$ cat src/logic/clock_pkg.sv
package clock_pkg;

	// ----------------------------------------
	// ranges
	// ----------------------------------------
	localparam int NUM_DIGITS = 6;

	localparam logic [5:0] SEC_MAX = 6'd59;
	localparam logic [5:0] MIN_MAX = 6'd59;
	localparam logic [5:0] HR_MAX  = 6'd23;

	// ----------------------------------------
	// control encodings
	// ----------------------------------------
	typedef enum logic [1:0] {
		MODE_CLOCK = 2'd0,	// normal run
		MODE_SETUP = 2'd1,	// clock stopped for editing
		MODE_ALARM = 2'd2	// alarm edit, clock keeps running
	} mode_e;

	typedef enum logic [1:0] {
		FIELD_SEC = 2'd0,
		FIELD_MIN = 2'd1,
		FIELD_HR  = 2'd2
	} field_e;

	// ----------------------------------------
	// bundles
	// ----------------------------------------
	typedef struct packed {
		logic [5:0] hr;
		logic [5:0] min;
		logic [5:0] sec;
	} hms_t;

	typedef struct packed {
		logic mode;
		logic field;
		logic inc;
		logic alarm;
	} keys_t;	// one-cycle press pulses

	typedef struct packed {
		logic sec;
		logic min;
		logic hr;
	} field_inc_t;

	typedef logic [6:0] seg_t;	// segment a in the msb

	localparam seg_t SEG_BLANK = 7'b000_0000;

	// digit 0 is seconds ones
	typedef seg_t [NUM_DIGITS-1:0] digits_t;

endpackage

$ cat src/logic/tick_gen.sv
`timescale 1ns/100ps

module tick_gen #(
	parameter int unsigned DIV = 50000000
) (
	input  logic clk,
	input  logic rst_n,
	output logic o_tick
);

	localparam int unsigned CW = (DIV > 1) ? $clog2(DIV) : 1;

	logic [CW-1:0] cnt;
	logic          last;	// terminal count

	assign last = (cnt == CW'(DIV - 1));

	always_ff @(posedge clk or negedge rst_n) begin
		if (!rst_n) begin
			cnt    <= '0;
			o_tick <= 1'b0;
		end else begin
			cnt    <= last ? '0 : cnt + 1'b1;
			o_tick <= last;	// high for one clk
		end
	end

endmodule

$ cat src/logic/key_sampler.sv
`timescale 1ns/100ps

module key_sampler #(
	parameter int unsigned KEY_DIV = 500000
) (
	input  logic             clk,
	input  logic             rst_n,
	input  logic [3:0]       i_btn,
	output clock_pkg::keys_t o_keys
);

	logic       key_tick;
	logic [3:0] samp_q1;	// newest sample
	logic [3:0] samp_q2;	// previous sample
	logic [3:0] press_q;

	tick_gen #(
		.DIV    (KEY_DIV)
	) u_key_tick (
		.clk    (clk),
		.rst_n  (rst_n),
		.o_tick (key_tick)
	);

	// slow sampling rides over contact bounce
	always_ff @(posedge clk or negedge rst_n) begin
		if (!rst_n) begin
			samp_q1 <= 4'hf;	// buttons idle high
			samp_q2 <= 4'hf;
			press_q <= 4'h0;
		end else if (key_tick) begin
			samp_q1 <= i_btn;
			samp_q2 <= samp_q1;
			press_q <= samp_q2 & ~samp_q1;	// high then low
		end else begin
			press_q <= 4'h0;
		end
	end

	assign o_keys.mode  = press_q[0];
	assign o_keys.field = press_q[1];
	assign o_keys.inc   = press_q[2];
	assign o_keys.alarm = press_q[3];

endmodule

$ cat src/logic/mode_ctrl.sv
`timescale 1ns/100ps

module mode_ctrl (
	input  logic                  clk,
	input  logic                  rst_n,
	input  clock_pkg::keys_t      i_keys,
	input  logic                  i_sec_tick,
	output clock_pkg::mode_e      o_mode,
	output clock_pkg::field_e     o_field,
	output logic                  o_alarm_en,
	output logic                  o_run,
	output clock_pkg::field_inc_t o_time_inc,
	output clock_pkg::field_inc_t o_alarm_inc
);

	clock_pkg::field_inc_t sel_inc;	// inc press on the selected field

	// ----------------------------------------
	// mode, field and alarm enable
	// ----------------------------------------
	always_ff @(posedge clk or negedge rst_n) begin
		if (!rst_n) begin
			o_mode     <= clock_pkg::MODE_CLOCK;
			o_field    <= clock_pkg::FIELD_SEC;
			o_alarm_en <= 1'b0;
		end else begin
			if (i_keys.mode) begin
				case (o_mode)
					clock_pkg::MODE_CLOCK: o_mode <= clock_pkg::MODE_SETUP;
					clock_pkg::MODE_SETUP: o_mode <= clock_pkg::MODE_ALARM;
					default:               o_mode <= clock_pkg::MODE_CLOCK;
				endcase
			end
			if (i_keys.field) begin
				case (o_field)
					clock_pkg::FIELD_SEC: o_field <= clock_pkg::FIELD_MIN;
					clock_pkg::FIELD_MIN: o_field <= clock_pkg::FIELD_HR;
					default:              o_field <= clock_pkg::FIELD_SEC;
				endcase
			end
			if (i_keys.alarm) begin
				o_alarm_en <= ~o_alarm_en;
			end
		end
	end

	// ----------------------------------------
	// strobe routing
	// ----------------------------------------
	always_comb begin
		sel_inc.sec = i_keys.inc && (o_field == clock_pkg::FIELD_SEC);
		sel_inc.min = i_keys.inc && (o_field == clock_pkg::FIELD_MIN);
		sel_inc.hr  = i_keys.inc && (o_field == clock_pkg::FIELD_HR);
	end

	always_comb begin
		o_run       = 1'b0;
		o_time_inc  = '0;
		o_alarm_inc = '0;
		case (o_mode)
			clock_pkg::MODE_CLOCK: o_run = i_sec_tick;
			clock_pkg::MODE_SETUP: o_time_inc = sel_inc;	// time frozen here
			clock_pkg::MODE_ALARM: begin
				o_run       = i_sec_tick;	// keeps running underneath
				o_alarm_inc = sel_inc;
			end
			default: o_run = 1'b0;
		endcase
	end

endmodule

$ cat src/logic/time_keeper.sv
`timescale 1ns/100ps

module time_keeper (
	input  logic                  clk,
	input  logic                  rst_n,
	input  clock_pkg::mode_e      i_mode,
	input  logic                  i_run,
	input  clock_pkg::field_inc_t i_time_inc,
	input  clock_pkg::field_inc_t i_alarm_inc,
	input  logic                  i_alarm_en,
	output clock_pkg::hms_t       o_disp,
	output logic                  o_alarm
);

	clock_pkg::hms_t clk_time;
	clock_pkg::hms_t alarm_time;
	logic            time_match;

	// step one field and wrap at its maximum
	function automatic logic [5:0] wrap_inc(
		input logic [5:0] val,
		input logic [5:0] max
	);
		return (val >= max) ? 6'd0 : val + 6'd1;
	endfunction

	// ----------------------------------------
	// running clock
	// ----------------------------------------
	always_ff @(posedge clk or negedge rst_n) begin
		if (!rst_n) begin
			clk_time <= '0;
		end else if (i_run) begin
			clk_time.sec <= wrap_inc(clk_time.sec, clock_pkg::SEC_MAX);
			if (clk_time.sec == clock_pkg::SEC_MAX) begin
				clk_time.min <= wrap_inc(clk_time.min, clock_pkg::MIN_MAX);
				if (clk_time.min == clock_pkg::MIN_MAX) begin
					clk_time.hr <= wrap_inc(clk_time.hr, clock_pkg::HR_MAX);
				end
			end
		end else begin
			// set strobes touch one field only
			if (i_time_inc.sec) begin
				clk_time.sec <= wrap_inc(clk_time.sec, clock_pkg::SEC_MAX);
			end
			if (i_time_inc.min) begin
				clk_time.min <= wrap_inc(clk_time.min, clock_pkg::MIN_MAX);
			end
			if (i_time_inc.hr) begin
				clk_time.hr <= wrap_inc(clk_time.hr, clock_pkg::HR_MAX);
			end
		end
	end

	// ----------------------------------------
	// alarm time
	// ----------------------------------------
	always_ff @(posedge clk or negedge rst_n) begin
		if (!rst_n) begin
			alarm_time <= '0;
		end else begin
			if (i_alarm_inc.sec) begin
				alarm_time.sec <= wrap_inc(alarm_time.sec, clock_pkg::SEC_MAX);
			end
			if (i_alarm_inc.min) begin
				alarm_time.min <= wrap_inc(alarm_time.min, clock_pkg::MIN_MAX);
			end
			if (i_alarm_inc.hr) begin
				alarm_time.hr <= wrap_inc(alarm_time.hr, clock_pkg::HR_MAX);
			end
		end
	end

	assign o_disp = (i_mode == clock_pkg::MODE_ALARM) ? alarm_time : clk_time;

	// ----------------------------------------
	// alarm latch
	// ----------------------------------------
	assign time_match = (clk_time == alarm_time);	// all three fields

	always_ff @(posedge clk or negedge rst_n) begin
		if (!rst_n) begin
			o_alarm <= 1'b0;
		end else begin
			// sticky until the enable drops
			o_alarm <= i_alarm_en & (o_alarm | time_match);
		end
	end

endmodule

$ cat src/logic/digit_decoder.sv
`timescale 1ns/100ps

module digit_decoder (
	input  clock_pkg::hms_t    i_disp,
	output clock_pkg::digits_t o_digits
);

	// bcd digit to segments a..g
	function automatic clock_pkg::seg_t seg_of(input logic [3:0] num);
		case (num)
			4'd0:    return 7'b111_1110;
			4'd1:    return 7'b011_0000;
			4'd2:    return 7'b110_1101;
			4'd3:    return 7'b111_1001;
			4'd4:    return 7'b011_0011;
			4'd5:    return 7'b101_1011;
			4'd6:    return 7'b101_1111;
			4'd7:    return 7'b111_0000;
			4'd8:    return 7'b111_1111;
			4'd9:    return 7'b111_0011;
			default: return clock_pkg::SEG_BLANK;	// out of range
		endcase
	endfunction

	// ----------------------------------------
	// tens / ones split
	// ----------------------------------------
	always_comb begin
		logic [5:0] fld;
		for (int i = 0; i < clock_pkg::NUM_DIGITS / 2; i++) begin
			fld = i_disp[6*i +: 6];	// sec at the lsb end, hr at the top
			o_digits[2*i]   = seg_of(4'(fld % 6'd10));
			o_digits[2*i+1] = seg_of(4'(fld / 6'd10));
		end
	end

endmodule

$ cat src/logic/display_scan.sv
`timescale 1ns/100ps

module display_scan #(
	parameter int unsigned SCAN_DIV  = 5000,
	parameter int unsigned BLINK_DIV = 12500000
) (
	input  logic               clk,
	input  logic               rst_n,
	input  clock_pkg::digits_t i_digits,
	input  clock_pkg::mode_e   i_mode,
	input  clock_pkg::field_e  i_field,
	output clock_pkg::seg_t    o_seg,
	output logic [5:0]         o_seg_enb
);

	logic       scan_tick;
	logic       blink_tick;
	logic [2:0] scan_idx;	// digit being driven
	logic       blink_phase;
	logic       editing;
	logic       blank;

	tick_gen #(
		.DIV    (SCAN_DIV)
	) u_scan_tick (
		.clk    (clk),
		.rst_n  (rst_n),
		.o_tick (scan_tick)
	);

	tick_gen #(
		.DIV    (BLINK_DIV)
	) u_blink_tick (
		.clk    (clk),
		.rst_n  (rst_n),
		.o_tick (blink_tick)
	);

	// ----------------------------------------
	// scan and blink state
	// ----------------------------------------
	always_ff @(posedge clk or negedge rst_n) begin
		if (!rst_n) begin
			scan_idx    <= 3'd0;
			blink_phase <= 1'b0;
		end else begin
			if (scan_tick) begin
				scan_idx <= (scan_idx == 3'(clock_pkg::NUM_DIGITS - 1)) ? 3'd0 : scan_idx + 3'd1;
			end
			if (blink_tick) begin
				blink_phase <= ~blink_phase;
			end
		end
	end

	assign editing = (i_mode == clock_pkg::MODE_SETUP) || (i_mode == clock_pkg::MODE_ALARM);

	// digits 2k and 2k+1 belong to field k
	assign blank = editing && blink_phase && (scan_idx[2:1] == i_field);

	assign o_seg     = blank ? clock_pkg::SEG_BLANK : i_digits[scan_idx];
	assign o_seg_enb = ~(6'b00_0001 << scan_idx);	// active low, one hot

endmodule

$ cat src/logic/alarm_clock_top.sv
`timescale 1ns/100ps

module alarm_clock_top #(
	parameter int unsigned TICK_DIV  = 50000000,	// 1 Hz
	parameter int unsigned KEY_DIV   = 500000,	// 100 Hz
	parameter int unsigned SCAN_DIV  = 5000,
	parameter int unsigned BLINK_DIV = 12500000	// 4 Hz
) (
	input  logic            clk,
	input  logic            rst_n,
	input  logic [3:0]      i_btn,
	output clock_pkg::seg_t o_seg,
	output logic [5:0]      o_seg_enb,
	output logic            o_alarm
);

	// ----------------------------------------
	// interconnect
	// ----------------------------------------
	logic                  sec_tick;
	clock_pkg::keys_t      keys;
	clock_pkg::mode_e      mode;
	clock_pkg::field_e     field;
	logic                  alarm_en;
	logic                  run;
	clock_pkg::field_inc_t time_inc;
	clock_pkg::field_inc_t alarm_inc;
	clock_pkg::hms_t       disp;
	clock_pkg::digits_t    digits;

	tick_gen #(
		.DIV    (TICK_DIV)
	) u_sec_tick (
		.clk    (clk),
		.rst_n  (rst_n),
		.o_tick (sec_tick)
	);

	key_sampler #(
		.KEY_DIV (KEY_DIV)
	) u_key_sampler (
		.clk     (clk),
		.rst_n   (rst_n),
		.i_btn   (i_btn),
		.o_keys  (keys)
	);

	mode_ctrl u_mode_ctrl (
		.clk         (clk),
		.rst_n       (rst_n),
		.i_keys      (keys),
		.i_sec_tick  (sec_tick),
		.o_mode      (mode),
		.o_field     (field),
		.o_alarm_en  (alarm_en),
		.o_run       (run),
		.o_time_inc  (time_inc),
		.o_alarm_inc (alarm_inc)
	);

	time_keeper u_time_keeper (
		.clk         (clk),
		.rst_n       (rst_n),
		.i_mode      (mode),
		.i_run       (run),
		.i_time_inc  (time_inc),
		.i_alarm_inc (alarm_inc),
		.i_alarm_en  (alarm_en),
		.o_disp      (disp),
		.o_alarm     (o_alarm)
	);

	digit_decoder u_digit_decoder (
		.i_disp   (disp),
		.o_digits (digits)
	);

	display_scan #(
		.SCAN_DIV  (SCAN_DIV),
		.BLINK_DIV (BLINK_DIV)
	) u_display_scan (
		.clk       (clk),
		.rst_n     (rst_n),
		.i_digits  (digits),
		.i_mode    (mode),
		.i_field   (field),
		.o_seg     (o_seg),
		.o_seg_enb (o_seg_enb)
	);

endmodule

$ cat config.mk
export PLATFORM = sky130hd
export DESIGN_NAME = alarm_clock_top
export DESIGN_NICKNAME = d
export VERILOG_FILES = /design/src/logic/clock_pkg.sv /design/src/logic/tick_gen.sv /design/src/logic/key_sampler.sv /design/src/logic/mode_ctrl.sv /design/src/logic/time_keeper.sv /design/src/logic/digit_decoder.sv /design/src/logic/display_scan.sv /design/src/logic/alarm_clock_top.sv
export SDC_FILE = /design/constraint.sdc
export NUM_CORES = 1
export LEC_CHECK = 0
export BUFFER_PORTS_ARGS = -buffer_cell sky130_fd_sc_hd__buf_2
export CORE_ASPECT_RATIO = 0.5
export CORE_UTILIZATION = 58
export DETAILED_ROUTE_END_ITERATION = 7
export GPL_ROUTABILITY_DRIVEN = 0
export GPL_TIMING_DRIVEN = 0
export PLACE_DENSITY = 0.79
export SYNTH_ARGS = -nofsm -noshare
export SYNTH_HDL_FRONTEND = slang
export SYNTH_SLANG_ARGS = --single-unit
export TNS_END_PERCENT = 20
$ cat constraint.sdc
create_clock -name clk -period 4.1 [get_ports clk]
set_input_delay 1.025 -clock clk [delete_from_list [all_inputs] [get_ports clk]]
set_output_delay 1.025 -clock clk [all_outputs]
set_load 0.02 [all_outputs]
### Word-level counts from Yosys, hierarchy flattened

Memories as Yosys holds them, arrays and structs flattened.
Cells that the tools add are included.

| storage, ports and cells | value |
|---|---|
| flip-flop bits (word level) | 144 |
| ROM bits | 672 |
| input bits | 6 |
| output and inout port bits | 14 |
| memories kept | 6 |

| cells by class | value |
|---|---|
| add/subtract/negate cells | 11 |
| div/mod/pow operators | 6 |
| $lt $le $gt $ge | 7 |
| equal/unequal tests | 15 |
| shift-type cells | 1 |
| multiplexer cells | 27 |
| bitwise logic cells | 7 |
| reductions and logical operators | 14 |

Memory list:

| memory | depth | width | read ports | clocked after Yosys merged registers in | write ports | RTL line | source |
|---|---|---|---|---|---|---|---|
| (no name shown) | 16 | 7 | 1 | 0 | 0 | digit_decoder.sv:10 | `case (num)` |
| (no name shown) | 16 | 7 | 1 | 0 | 0 | digit_decoder.sv:10 |  |
| (no name shown) | 16 | 7 | 1 | 0 | 0 | digit_decoder.sv:10 |  |
| (no name shown) | 16 | 7 | 1 | 0 | 0 | digit_decoder.sv:10 |  |
| (no name shown) | 16 | 7 | 1 | 0 | 0 | digit_decoder.sv:10 |  |
| (no name shown) | 16 | 7 | 1 | 0 | 0 | digit_decoder.sv:10 |  |

Operators with widths:

| cell | number |
|---|---|
| two-way mux 6 bit | 10 |
| adder 6 x 1 -> 6 bit, second input constant | 6 |
| two-way mux 18 bit | 2 |
| adder 26 x 1 -> 26 bit, second input constant | 1 |
| equality test 26 bit, second input constant | 1 |
| two-way mux 26 bit | 1 |
| adder 24 x 1 -> 24 bit, second input constant | 1 |
| equality test 24 bit, second input constant | 1 |
| greater-or-equal comparator 6 bit, second input constant | 4 |
| two-way mux 24 bit | 1 |
| binary-select mux 7 bit (select 3 bit) | 1 |
| adder 19 x 1 -> 19 bit, second input constant | 1 |
| equality test 19 bit, second input constant | 1 |
| two-way mux 19 bit | 1 |
| divider 6 x 4 -> 6 bit, second input constant | 3 |
| equality test 18 bit | 1 |
| remainder unit 6 x 4 -> 6 bit, second input constant | 3 |
| two-way mux 7 bit | 2 |
| adder 13 x 1 -> 13 bit, second input constant | 1 |
| equality test 13 bit, second input constant | 1 |
| two-way mux 13 bit | 1 |
| equality test 6 bit, second input constant | 2 |
| greater-or-equal comparator 6 x 5 -> 1 bit, second input constant | 2 |
| two-way mux 12 bit | 1 |
| other kinds (25) | 39 |

### Depth between registers and ports, before layout

Gate-level depths: netlist of the first run.
An unclocked memory read counts as a cell.

| logic depth | value |
|---|---|
| word-level depth | 7 |
| depth in mapped cells | 18 |

### Cells and area by module

A second synthesis of the first run with hierarchy kept.

| second synthesis, totals | value |
|---|---|
| cells, all modules | 1039 |
| area total of the unflattened synthesis | 9983.3 um^2 |

Modules (own cells, without submodules):

| module | instances | cells each | area an instance (um^2) |
|---|---|---|---|
| time_keeper | 1 | 245 | 2368.5 |
| digit_decoder | 1 | 273 | 1975.6 |
| tick_gen at u_sec_tick | 1 | 135 | 1362.6 |
| tick_gen at u_display_scan.u_blink_tick | 1 | 117 | 1202.4 |
| tick_gen at u_key_sampler.u_key_tick | 1 | 86 | 942.2 |
| display_scan | 1 | 76 | 765.7 |
| tick_gen at u_display_scan.u_scan_tick | 1 | 55 | 633.1 |
| key_sampler | 1 | 25 | 474.2 |
| mode_ctrl | 1 | 27 | 259.0 |

### Least setup slack after synthesis of the first run

No wires, ideal clock.

| timing | value |
|---|---|
| path type | register -> output |
| from | register u_mode_ctrl.o_mode[0] |
| to | output o_seg[0] |
| data arrival time | 3.843 ns |
| slack | -0.768 ns |
| stages on the path, launching flop included | 18 |
| path buffers | 4 |
| path through | dfrtp_1 > inv_1 > ha_1 > buf_6 > buf_6 > mux2_4 > buf_2 > nor2_1 > a222oi_1 > ha_1 > and2_1 > a2111oi_2 > a31o_1 > buf_4 > nor2_1 > a31oi_1 > o21ai_1 > nor4_1 |

| between the ends | value |
|---|---|
| longest elaborated chain between the ends | 7 |
| elaborated cells between the ends (all ways) | 21 |
| those cells by class | div (6); eq/ne (2); mux (4); reduce/logical (3); memory (6) |

Ends and longest elaborated chain:

| what | RTL line | source |
|---|---|---|
| from (decl) | mode_ctrl.sv:8 | `output clock_pkg::mode_e o_mode,` |
| from (signal assigned) | mode_ctrl.sv:23 | `o_mode <= clock_pkg::MODE_CLOCK;` |
| from (signal assigned) | mode_ctrl.sv:29 | `clock_pkg::MODE_CLOCK: o_mode <= clock_pkg::MODE_SETUP;` |
| from (signal assigned) | mode_ctrl.sv:30 | `clock_pkg::MODE_SETUP: o_mode <= clock_pkg::MODE_ALARM;` |
| equality test 2 bit | time_keeper.sv:74, display_scan.sv:56 |  |
| two-way mux 18 bit | time_keeper.sv:74 | `assign o_disp = (i_mode == clock_pkg::MODE_ALARM) ? alarm_time : clk_time;` |
| remainder unit 6 x 4 -> 6 bit / divider 6 x 4 -> 6 bit (equally long branches) | digit_decoder.sv:32, digit_decoder.sv:33 |  |
| memory read (16 x 7 bit) | - |  |
| binary-select mux 7 bit (select 3 bit) | display_scan.sv:61 | `assign o_seg = blank ? clock_pkg::SEG_BLANK : i_digits[scan_idx];` |
| two-way mux 7 bit (implied by the code) | display_scan.sv:61 |  |
| two-way mux 7 bit (*) | display_scan.sv:61 |  |
| to (decl) | alarm_clock_top.sv:12 | `output clock_pkg::seg_t o_seg,` |

Every way passes the cells marked *; elsewhere a longest branch is shown, timed or not. The select of a mux whose other input is x is not followed.

### Worst setup path in the final report of the first run

| timing | value |
|---|---|
| from | register u_mode_ctrl.o_mode[0] |
| to | output o_seg[2] |

The elaborated chain is that of the path after synthesis.

==> impl_results.md, run 1 <==
* Post-route clock period utilization at 1.221
* CTS max path bufs at 2
* # H-tree levels at 4
* Number of antenna violations at the first check in global routing at 0
* Routed len/inst at 16.90 microns
* Fraction of registers with async set or reset after synthesis at 1.000
* Relative max-transition margin at 0.2716
* Final Slew Violations at 0
* Launch point of the worst hold path: u_display_scan.u_blink_tick.o_tick$_DFF_PN0_
* Synth warnings at 0
* Sink of the worst hold path: u_display_scan.blink_phase$_DFFE_PN0P_
* Routed vias at 8,127
* Total inserted antenna cells at 0
* Floorplan die area at 16,660 sq um
* Tot GR Track Use at 0.2805
* TritonCTS clock tree: built
* Share of the synthesized area in the top cell type at 0.3640
* Run status: complete, but fails checks
* Classification of the worst setup path: reg -> out
* Site Rows at 32
* Initial cell density of the core at 0.6003
* Library cells used by synthesis at 75
* Startpoint kind of the worst setup timing path: flip-flop
* Reg-to-Reg Start: u_mode_ctrl.o_mode[0]$_DFFE_PN0P_
* Count of pins on the block boundary at 20
* Gate Count Post-Synth at 1,040
* Worst setup timing slack at the placement stage at -0.8008 ns
* Peak ir drop on the vdd network at 0.2299 mV
* Hold-fix buffers at CTS at 0
* Final setup vio count at 7
* Data required time at the worst endpoint at 3.07 ns
* Worst hold path type: reg -> reg
* Cell accounting for the most synthesized area: dfrtp_1
* Maxcap violations at 0
* Antenna Violating Nets Remaining at 0
* Post-synthesis net count at 1,095
* Seq/Total Area, Yosys at 0.3865
* Number of nets in the layout at 1,176
* Seq pwr share at 0.469
* End-of-flow core utilization at 0.7201
* Wire length reported by the detailed router at 22,610 microns
* Sort of element at the end of the critical path: primary output
* Share of power burned in the clock network at 0.520
* Register-to-Register Path Depth at 11
* Post-synthesis cell area at 9350 sq um
* Drt initial violations at 507
* Cells on Worst Hold Path at 1
* Remaining global-route overflow at 0
* Share of power burned in combinational logic at 0.011
* Reported leakage power at 4.952 nW
* Number of hold violations in the final report at 0
* Residual DRC at 0
* Core area at 15,570 sq um
* Number of flops mapped to enable cells by yosys at 0
* Commonest register cell after synthesis: dfrtp_1
* HPWL Detailed at 14,910 microns
* Clock Root Buffer: clkbuf_16
* Pin count of the biggest net entering global routing at 98
* Global-route wire length before repair at 38,060 microns
* Largest cells by area after synthesis: dfrtp_1 36%, ha_1 6.6%, xor2_1 5.0%, nor2_1 4.4%, nand2_1 4.3%
* Total number of clock tree sinks at 144
* Data arrival time at the worst-slack endpoint at 3.98 ns
* Switching power at 0.6290 mW
* Internal power at 2.403 mW
* Vias per inst at 6.074
* Worst reg2reg path endpoint: u_time_keeper.clk_time[14]$_DFFE_PN0P_
* Clock Pin Slew Worst Setup and Hold Paths at 0.06 ns
* Worst Tran Pin Value at 1.083 ns
* Setup clock skew after layout at 0.01073 ns
* Synthesis-to-layout area growth at 19.95%
* DRT Pass-1 Iters at 6
* Max Freq at 199.8 MHz
* Worst path setup slack after routing at -0.9048 ns
* Worst Hold Margin at 0.4399 ns
* Clock period minus worst slack at 5.005 ns
* R2r setup slk at 1.49 ns
* Layout cells sized above 1 at 0.1878
* Biggest fanout along the worst timing path at 7
* Number of global-route vias before repair at 7,962
* Filler cell count at 1,071
* Total CTS buffers at 17
* Quantity of I/O buffers inserted on ports at 19
* Flop and latch count out of synthesis at 144
* Switching power as a share of total power at 0.2074
* Avg Inst Size Synth at 8.991 sq um
* Unrepaired setup endpoints after global routing: yes
* Clk Latency, worst-skew pair at 0.42 ns
* Pwr/cell area at 270.4 nW/um^2
* Die Width at 181.6 microns
* Violations in the final reports: negative setup slack
* Die Y-Extent at 91.78 microns
[metal layers]
layer  share of wire  global-route usage  up-vias
met5               0                   0        -
met4           0.019             0.09322        0
met1            0.45              0.3727     3954
met2            0.49              0.4721      248
met3           0.047             0.04369       50
li1                -                   -     3875
[critical path, stage by stage (launching register included)]
cell	delay [ns]
dfrtp_1	0.39
inv_2	0.12
ha_4	0.19
buf_12	0.15
buf_12	0.12
mux2_4	0.30
buf_6	0.13
a222oi_1	0.27
ha_2	0.36
a2111oi_4	0.07
a2111oi_4	0.40
a31o_1	0.17
buf_6	0.12
mux2i_1	0.19
mux2i_1	0.10
o211a_1	0.23
o21a_1	0.13
buf_6	0.14
[per-stage QoR]
step / total power, mW / TNS (ns) / cell area (sq um) / std cells
after global placement: 1.478 / -4.213 / 9905 / 1263
after CTS: 3.056 / -5.429 / 11130 / 1330
after detailed placement: 1.482 / -4.911 / 9938 / 1264
after floorplan: 1.448 / -0.7768 / 9554 / 1040
final: 3.032 / -5.961 / 11220 / 1338
after global routing: 3.116 / -7.066 / 11220 / 1338
[kinds of logic (layout without fill, tap and decap cells)]
group	count (synthesis)	after routing	synth area share
DFF	144	144	0.3865
AOI/OAI and AO/OA	212	212	0.1471
and+or+nand+nor	410	410	0.2100
buffers and inverters	74	168	0.03359
xor gates and xnor gates	95	95	0.08899
adders and majority gates	51	51	0.06771
muxes	54	54	0.06624
[timing repair]
| item | 4_1_cts | 5_1_grt |
|---|---|---|
| cloned | 2 | 0 |
| pin swaps | 16 | 10 |
| buffers inserted | 32 | 8 |
| resized for setup | 57 | 11 |
| setup endpoints to repair | 7 | 7 |
[registers in the layout, summed over array words and instances (netlist names), 2 cells and up]
register / count
u_key_sampler.press_q: 4
u_sec_tick.cnt: 26
u_key_sampler.u_key_tick.cnt: 19
u_display_scan.u_blink_tick.cnt: 24
u_display_scan.scan_idx: 3
u_time_keeper.clk_time: 18
u_display_scan.u_scan_tick.cnt: 13
u_mode_ctrl.o_field: 2
u_time_keeper.alarm_time: 18
u_key_sampler.samp_q2: 4
u_key_sampler.samp_q1: 4
u_mode_ctrl.o_mode: 2
[cell usage in the layout (no fill, tap or decap), types with 24 or more instances in the layout]
cell type and count:
a21oi_1 43, buf_4 44, clkbuf_1 27, dfrtp_1 135
ha_1 44, inv_1 30, nand2_1 104, nand3_1 53
nor2_1 106, nor3_1 24, o21ai_0 53, xnor2_1 42
xor2_1 53
[power by group through the flow]
stage	logic, mW	registers [mW]	clock network (mW)
3_3_place_gp	0.0304	1.45	0
4_1_cts	0.0350	1.42	1.60
2_1_floorplan	0.0000346	1.45	0
5_1_grt	0.0389	1.42	1.66
3_5_place_dp	0.0348	1.45	0
6_report	0.0325	1.42	1.58
[cell usage after synthesis, types with 10 or more instances]
library cell and instances:
mux2i_1 18, nor2b_1 17, xnor2_1 42, nand3_1 55
inv_1 31, xor2_1 53, clkbuf_1 26, o21ai_0 58
a31oi_1 11, dfrtp_1 136, o31ai_1 10, and3_1 16
a21oi_1 48, nand2_1 108, nand4_1 20, mux2_2 25
nor2_1 110, o211ai_1 11, nor4_1 17, nor3_1 25
ha_1 49
[worst max path at each step]
stage | depth (start not counted) | from | slack, ns | end
floorplan | 17 | u_mode_ctrl.o_mode[0]$_DFFE_PN0P_ | -0.14 | o_seg[6]
global placement | 18 | u_mode_ctrl.o_mode[0]$_DFFE_PN0P_ | -0.69 | o_seg[0]
detailed placement | 18 | u_mode_ctrl.o_mode[0]$_DFFE_PN0P_ | -0.80 | o_seg[0]
CTS | 17 | u_mode_ctrl.o_mode[0]$_DFFE_PN0P_ | -0.79 | o_seg[2]
global route | 16 | u_mode_ctrl.o_mode[0]$_DFFE_PN0P_ | -1.04 | o_seg[1]
finish | 17 | u_mode_ctrl.o_mode[0]$_DFFE_PN0P_ | -0.90 | o_seg[2]
[final cells by class]
type                            instances  area (sq um)  share of cell area
Buffer                                 41         264.0             0.02354
Timing Repair Buffer                   62         505.5             0.04507
Tap cell                              204         255.2             0.02276
Sequential cell                       144          3615              0.3223
Clock buffer                           20         446.7             0.03983
Clock inverter                         12         158.9             0.01417
Inverter                               33         123.9             0.01104
Multi-Input combinational cell        822          5847              0.5213
Power figures use the tool's default switching activity.
==> run 2, diff against run 1 <==
--- a/config.mk
+++ b/config.mk
@@ -6,12 +6,14 @@
 export NUM_CORES = 1
 export LEC_CHECK = 0
 export BUFFER_PORTS_ARGS = -buffer_cell sky130_fd_sc_hd__buf_2
+export CELL_PAD_IN_SITES_DETAIL_PLACEMENT = 1
+export CELL_PAD_IN_SITES_GLOBAL_PLACEMENT = 1
 export CORE_ASPECT_RATIO = 0.5
-export CORE_UTILIZATION = 58
+export CORE_UTILIZATION = 45
 export DETAILED_ROUTE_END_ITERATION = 7
 export GPL_ROUTABILITY_DRIVEN = 0
 export GPL_TIMING_DRIVEN = 0
-export PLACE_DENSITY = 0.79
+export PLACE_DENSITY = 0.78
 export SYNTH_ARGS = -nofsm -noshare
 export SYNTH_HDL_FRONTEND = slang
 export SYNTH_SLANG_ARGS = --single-unit
==> run 2 against run 1 <==
  * The flow still finishes with violations (negative setup slack)
  * Total power fell by 0.72%
  * Final area barely moved
  * Via count decreased by 0.73%
  * Largest power group unchanged
  * Register-to-register slack lost 0.28 ns
  * Cell count increased by 3.7%
  * Global-route usage fell by 3.0 points
==> impl_results.md, run 2 (synthesis results as in run 1) <==
* Run status: complete, but fails checks (unchanged)
* Violations in the final reports: negative setup slack (unchanged)
* Hold-fix buffers at CTS at 0 (unchanged)
* Classification of the worst setup path: reg -> out (unchanged)
* Final setup vio count at 7 (unchanged)
* Initial cell density of the core at 0.4696 (was 0.6003)
* Clk Latency, worst-skew pair at 0.43 ns (was 0.42 ns)
* Switching power at 0.6257 mW (was 0.6290 mW)
* Clock period minus worst slack at 4.964 ns (was 5.005 ns)
* CTS max path bufs at 2 (unchanged)
* Clock Root Buffer: clkbuf_16 (unchanged)
* Data required time at the worst endpoint at 3.07 ns (about the same)
* Top library cells by usage in the layout, fill and taps aside: 135 x dfrtp_1, 104 x nor2_1, 101 x nand2_1 (was 135 x dfrtp_1, 106 x nor2_1, 104 x nand2_1)
* Crit-path max cell delay at 0.40 ns (about the same)
* Number of hold violations in the final report at 0 (unchanged)
* Remaining global-route overflow at 0 (unchanged)
* Data arrival time at the worst-slack endpoint at 3.94 ns (was 3.98 ns)
* Worst path setup slack after routing at -0.8644 ns (was -0.9048 ns)
* Internal power at 2.385 mW (was 2.403 mW)
* Seq pwr share at 0.472 (was 0.469)
* Vias per inst at 5.813 (was 6.074)
* Relative max-transition margin at 0.3952 (was 0.2716)
* Total CTS buffers at 17 (unchanged)
* Ordered cell list for the critical path: inv_2, ha_4, buf_6, buf_12, mux2_4, nand2_2, nor2_1, a311oi_2, ha_2, nor2_1, a22o_1, nor3_4, buf_2, a31oi_1, o21ai_1, o211a_1, o21a_1, buf_6 (was inv_2, ha_4, buf_12, buf_12, mux2_4, buf_6, a222oi_1, ha_2, a2111oi_4, a2111oi_4, a31o_1, buf_6, mux2i_1, mux2i_1, o211a_1, o21a_1, buf_6)
* Number of antenna violations at the first check in global routing at 0 (unchanged)
* Register ranked first by flip-flop count: u_sec_tick.cnt (unchanged)
* Routed len/inst at 18.59 microns (was 16.90 microns)
* Floorplan die area at 21,390 sq um (was 16,660 sq um)
* Regs by FF count: u_sec_tick.cnt x26, u_display_scan.u_blink_tick.cnt x24, u_key_sampler.u_key_tick.cnt x19 (unchanged)
* Count of pins on the block boundary at 20 (unchanged)
* Worst Hold Margin at 0.4421 ns (was 0.4399 ns)
* Quantity of I/O buffers inserted on ports at 19 (unchanged)
* Post-route total power at 3.010 mW (was 3.032 mW)
* Launch point of the worst hold path: u_display_scan.u_blink_tick.o_tick$_DFF_PN0_ (unchanged)
* Final Slew Violations at 0 (unchanged)
* Biggest fanout along the worst timing path at 9 (was 7)
* Layout cells sized above 1 at 0.1907 (was 0.1878)
* Share of power burned in combinational logic at 0.011 (about the same)
* Total number of clock tree sinks at 144 (unchanged)
* Sort of element at the end of the critical path: primary output (unchanged)
* Critical path's slowest cell: dfrtp_1 (was a2111oi_4)
* Switching power as a share of total power at 0.2079 (was 0.2074)
* Number of nets in the layout at 1,164 (was 1,176)
* Wire length reported by the detailed router at 25,800 microns (was 22,610 microns)
* R2r setup slk at 1.21 ns (was 1.49 ns)
* Residual DRC at 0 (unchanged)
* Sink of the worst hold path: u_display_scan.blink_phase$_DFFE_PN0P_ (unchanged)
* Global-route wire length before repair at 42,920 microns (was 38,060 microns)
* Post-route clock period utilization at 1.211 (was 1.221)
* Reported leakage power at 4.909 nW (was 4.952 nW)
* Die Width at 205.9 microns (was 181.6 microns)
* Reg-to-Reg Start: u_mode_ctrl.o_mode[0]$_DFFE_PN0P_ (unchanged)
* Flip-flop count of the largest register, all copies and words added at 26 (unchanged)
* Site Rows at 36 (was 32)
* Number of global-route vias before repair at 8,464 (was 7,962)
* Antenna Violating Nets Remaining at 0 (unchanged)
* Max Freq at 201.4 MHz (was 199.8 MHz)
* Worst hold path type: reg -> reg (unchanged)
* Setup clock skew after layout at 0.009227 ns (was 0.01073 ns)
* Pwr/cell area at 268.1 nW/um^2 (was 270.4 nW/um^2)
* Die Y-Extent at 103.9 microns (was 91.78 microns)
* Unrepaired setup endpoints after global routing: yes (unchanged)
* Peak ir drop on the vdd network at 0.2381 mV (was 0.2299 mV)
* Maxcap violations at 0 (unchanged)
* Worst Tran Pin Value at 0.9003 ns (was 1.083 ns)
* Core area at 19,910 sq um (was 15,570 sq um)
* Routed vias at 8,068 (was 8,127)
* Synthesis-to-layout area growth at 20.07% (was 19.95%)
* DRT Pass-1 Iters at 5 (was 6)
* Worst reg2reg path endpoint: u_time_keeper.clk_time[14]$_DFFE_PN0P_ (unchanged)
* Startpoint kind of the worst setup timing path: flip-flop (unchanged)
* Share of power burned in the clock network at 0.517 (was 0.520)
* Pin count of the biggest net entering global routing at 93 (was 98)
* # H-tree levels at 4 (unchanged)
* Drt initial violations at 405 (was 507)
* Total inserted antenna cells at 0 (unchanged)
* HPWL Detailed at 17,580 microns (was 14,910 microns)
* Tot GR Track Use at 0.2507 (was 0.2805)
* TritonCTS clock tree: built (unchanged)
* Most common cell after layout, fill and taps aside: dfrtp_1 (unchanged)
* Clock Pin Slew Worst Setup and Hold Paths at 0.05 ns (was 0.06 ns)
* Register-to-Register Path Depth at 12 (was 11)
* Cells on Worst Hold Path at 1 (unchanged)
==> run 2: cell count changes in the layout (fill, tap and decap cells not counted), sizes merged <==
cell and change:
clkinvlp -2, bufinv -1, clkinv +2, inv -2, clkbuf +3, buf -12
==> run 2: area by class of cell <==
type | count | area, sq um
flip-flops and latches | 144 | 3615
well taps | 266 | 332.8
clock buffers | 23 | 488.0
fillers | 2257 | 8682
repair buffers | 50 | 395.4
plain buffers | 41 | 264.0
multi-input cells | 822 | 5902
inverters | 33 | 123.9
clock inverters | 9 | 106.4
==> run 2: repair_timing <==
item                       4_1_cts  5_1_grt
gates resized for setup         65       21
buffers inserted                27        1
gates cloned                     2        0
setup endpoints to repair        7        7
pin swaps                       13        4
==> run 2: worst max-delay path by stage <==
stage	cells past startpoint	endpoint	slack [ns]	startpoint
final	18	o_seg[2]	-0.86	u_mode_ctrl.o_mode[0]$_DFFE_PN0P_
after global routing	19	o_seg[1]	-1.08	u_mode_ctrl.o_mode[0]$_DFFE_PN0P_
after CTS	18	o_seg[6]	-0.84	u_mode_ctrl.o_mode[0]$_DFFE_PN0P_
after detailed placement	17	o_seg[0]	-0.85	u_mode_ctrl.o_mode[0]$_DFFE_PN0P_
after global placement	17	o_seg[0]	-0.67	u_mode_ctrl.o_mode[0]$_DFFE_PN0P_
after floorplan	17	o_seg[6]	-0.14	u_mode_ctrl.o_mode[0]$_DFFE_PN0P_
==> run 2: power by group through the flow <==
stage               sequential [mW]  clock [mW]  combinational [mW]
floorplan                      1.45           0           0.0000346
global placement               1.45           0              0.0313
detailed placement             1.45           0              0.0360
CTS                            1.42        1.59              0.0358
global route                   1.42        1.65              0.0399
finish                         1.42        1.55              0.0335
==> run 2: critical path: cells and delay by family (launching register included) <==
kind	cells	cell delay, ns
simple gates	4	0.38
compound gates	6	1.18
buf+inv	5	0.68
flops	1	0.40
fa+ha+maj	2	0.49
mux	1	0.37
==> run 2: per-layer routing <==
layer  global-route usage  part of all wire  wire (microns)  up-vias
met5                    0                 0               0        -
met4              0.05987             0.011             276        0
met3              0.04825             0.028             728       24
met2               0.4165              0.49           12580      121
met1               0.3366              0.47           12210     4094
li1                     -                 -               -     3829
==> run 2: metrics by stage <==
stage / std cells / utilization / instance area [sq um] / setup TNS [ns] / setup slack, ns
floorplan: 1040 / - / 9554 / -0.7768 / -0.1370
global placement: 1325 / 0.5014 / 9982 / -13.79 / -0.6693
detailed placement: 1326 / 0.5031 / 10020 / -5.140 / -0.8506
CTS: 1387 / 0.5589 / 11130 / -5.697 / -0.8371
global route: 1388 / 0.5639 / 11230 / -7.258 / -1.081
finish: 1388 / 0.5639 / 11230 / -5.824 / -0.8644
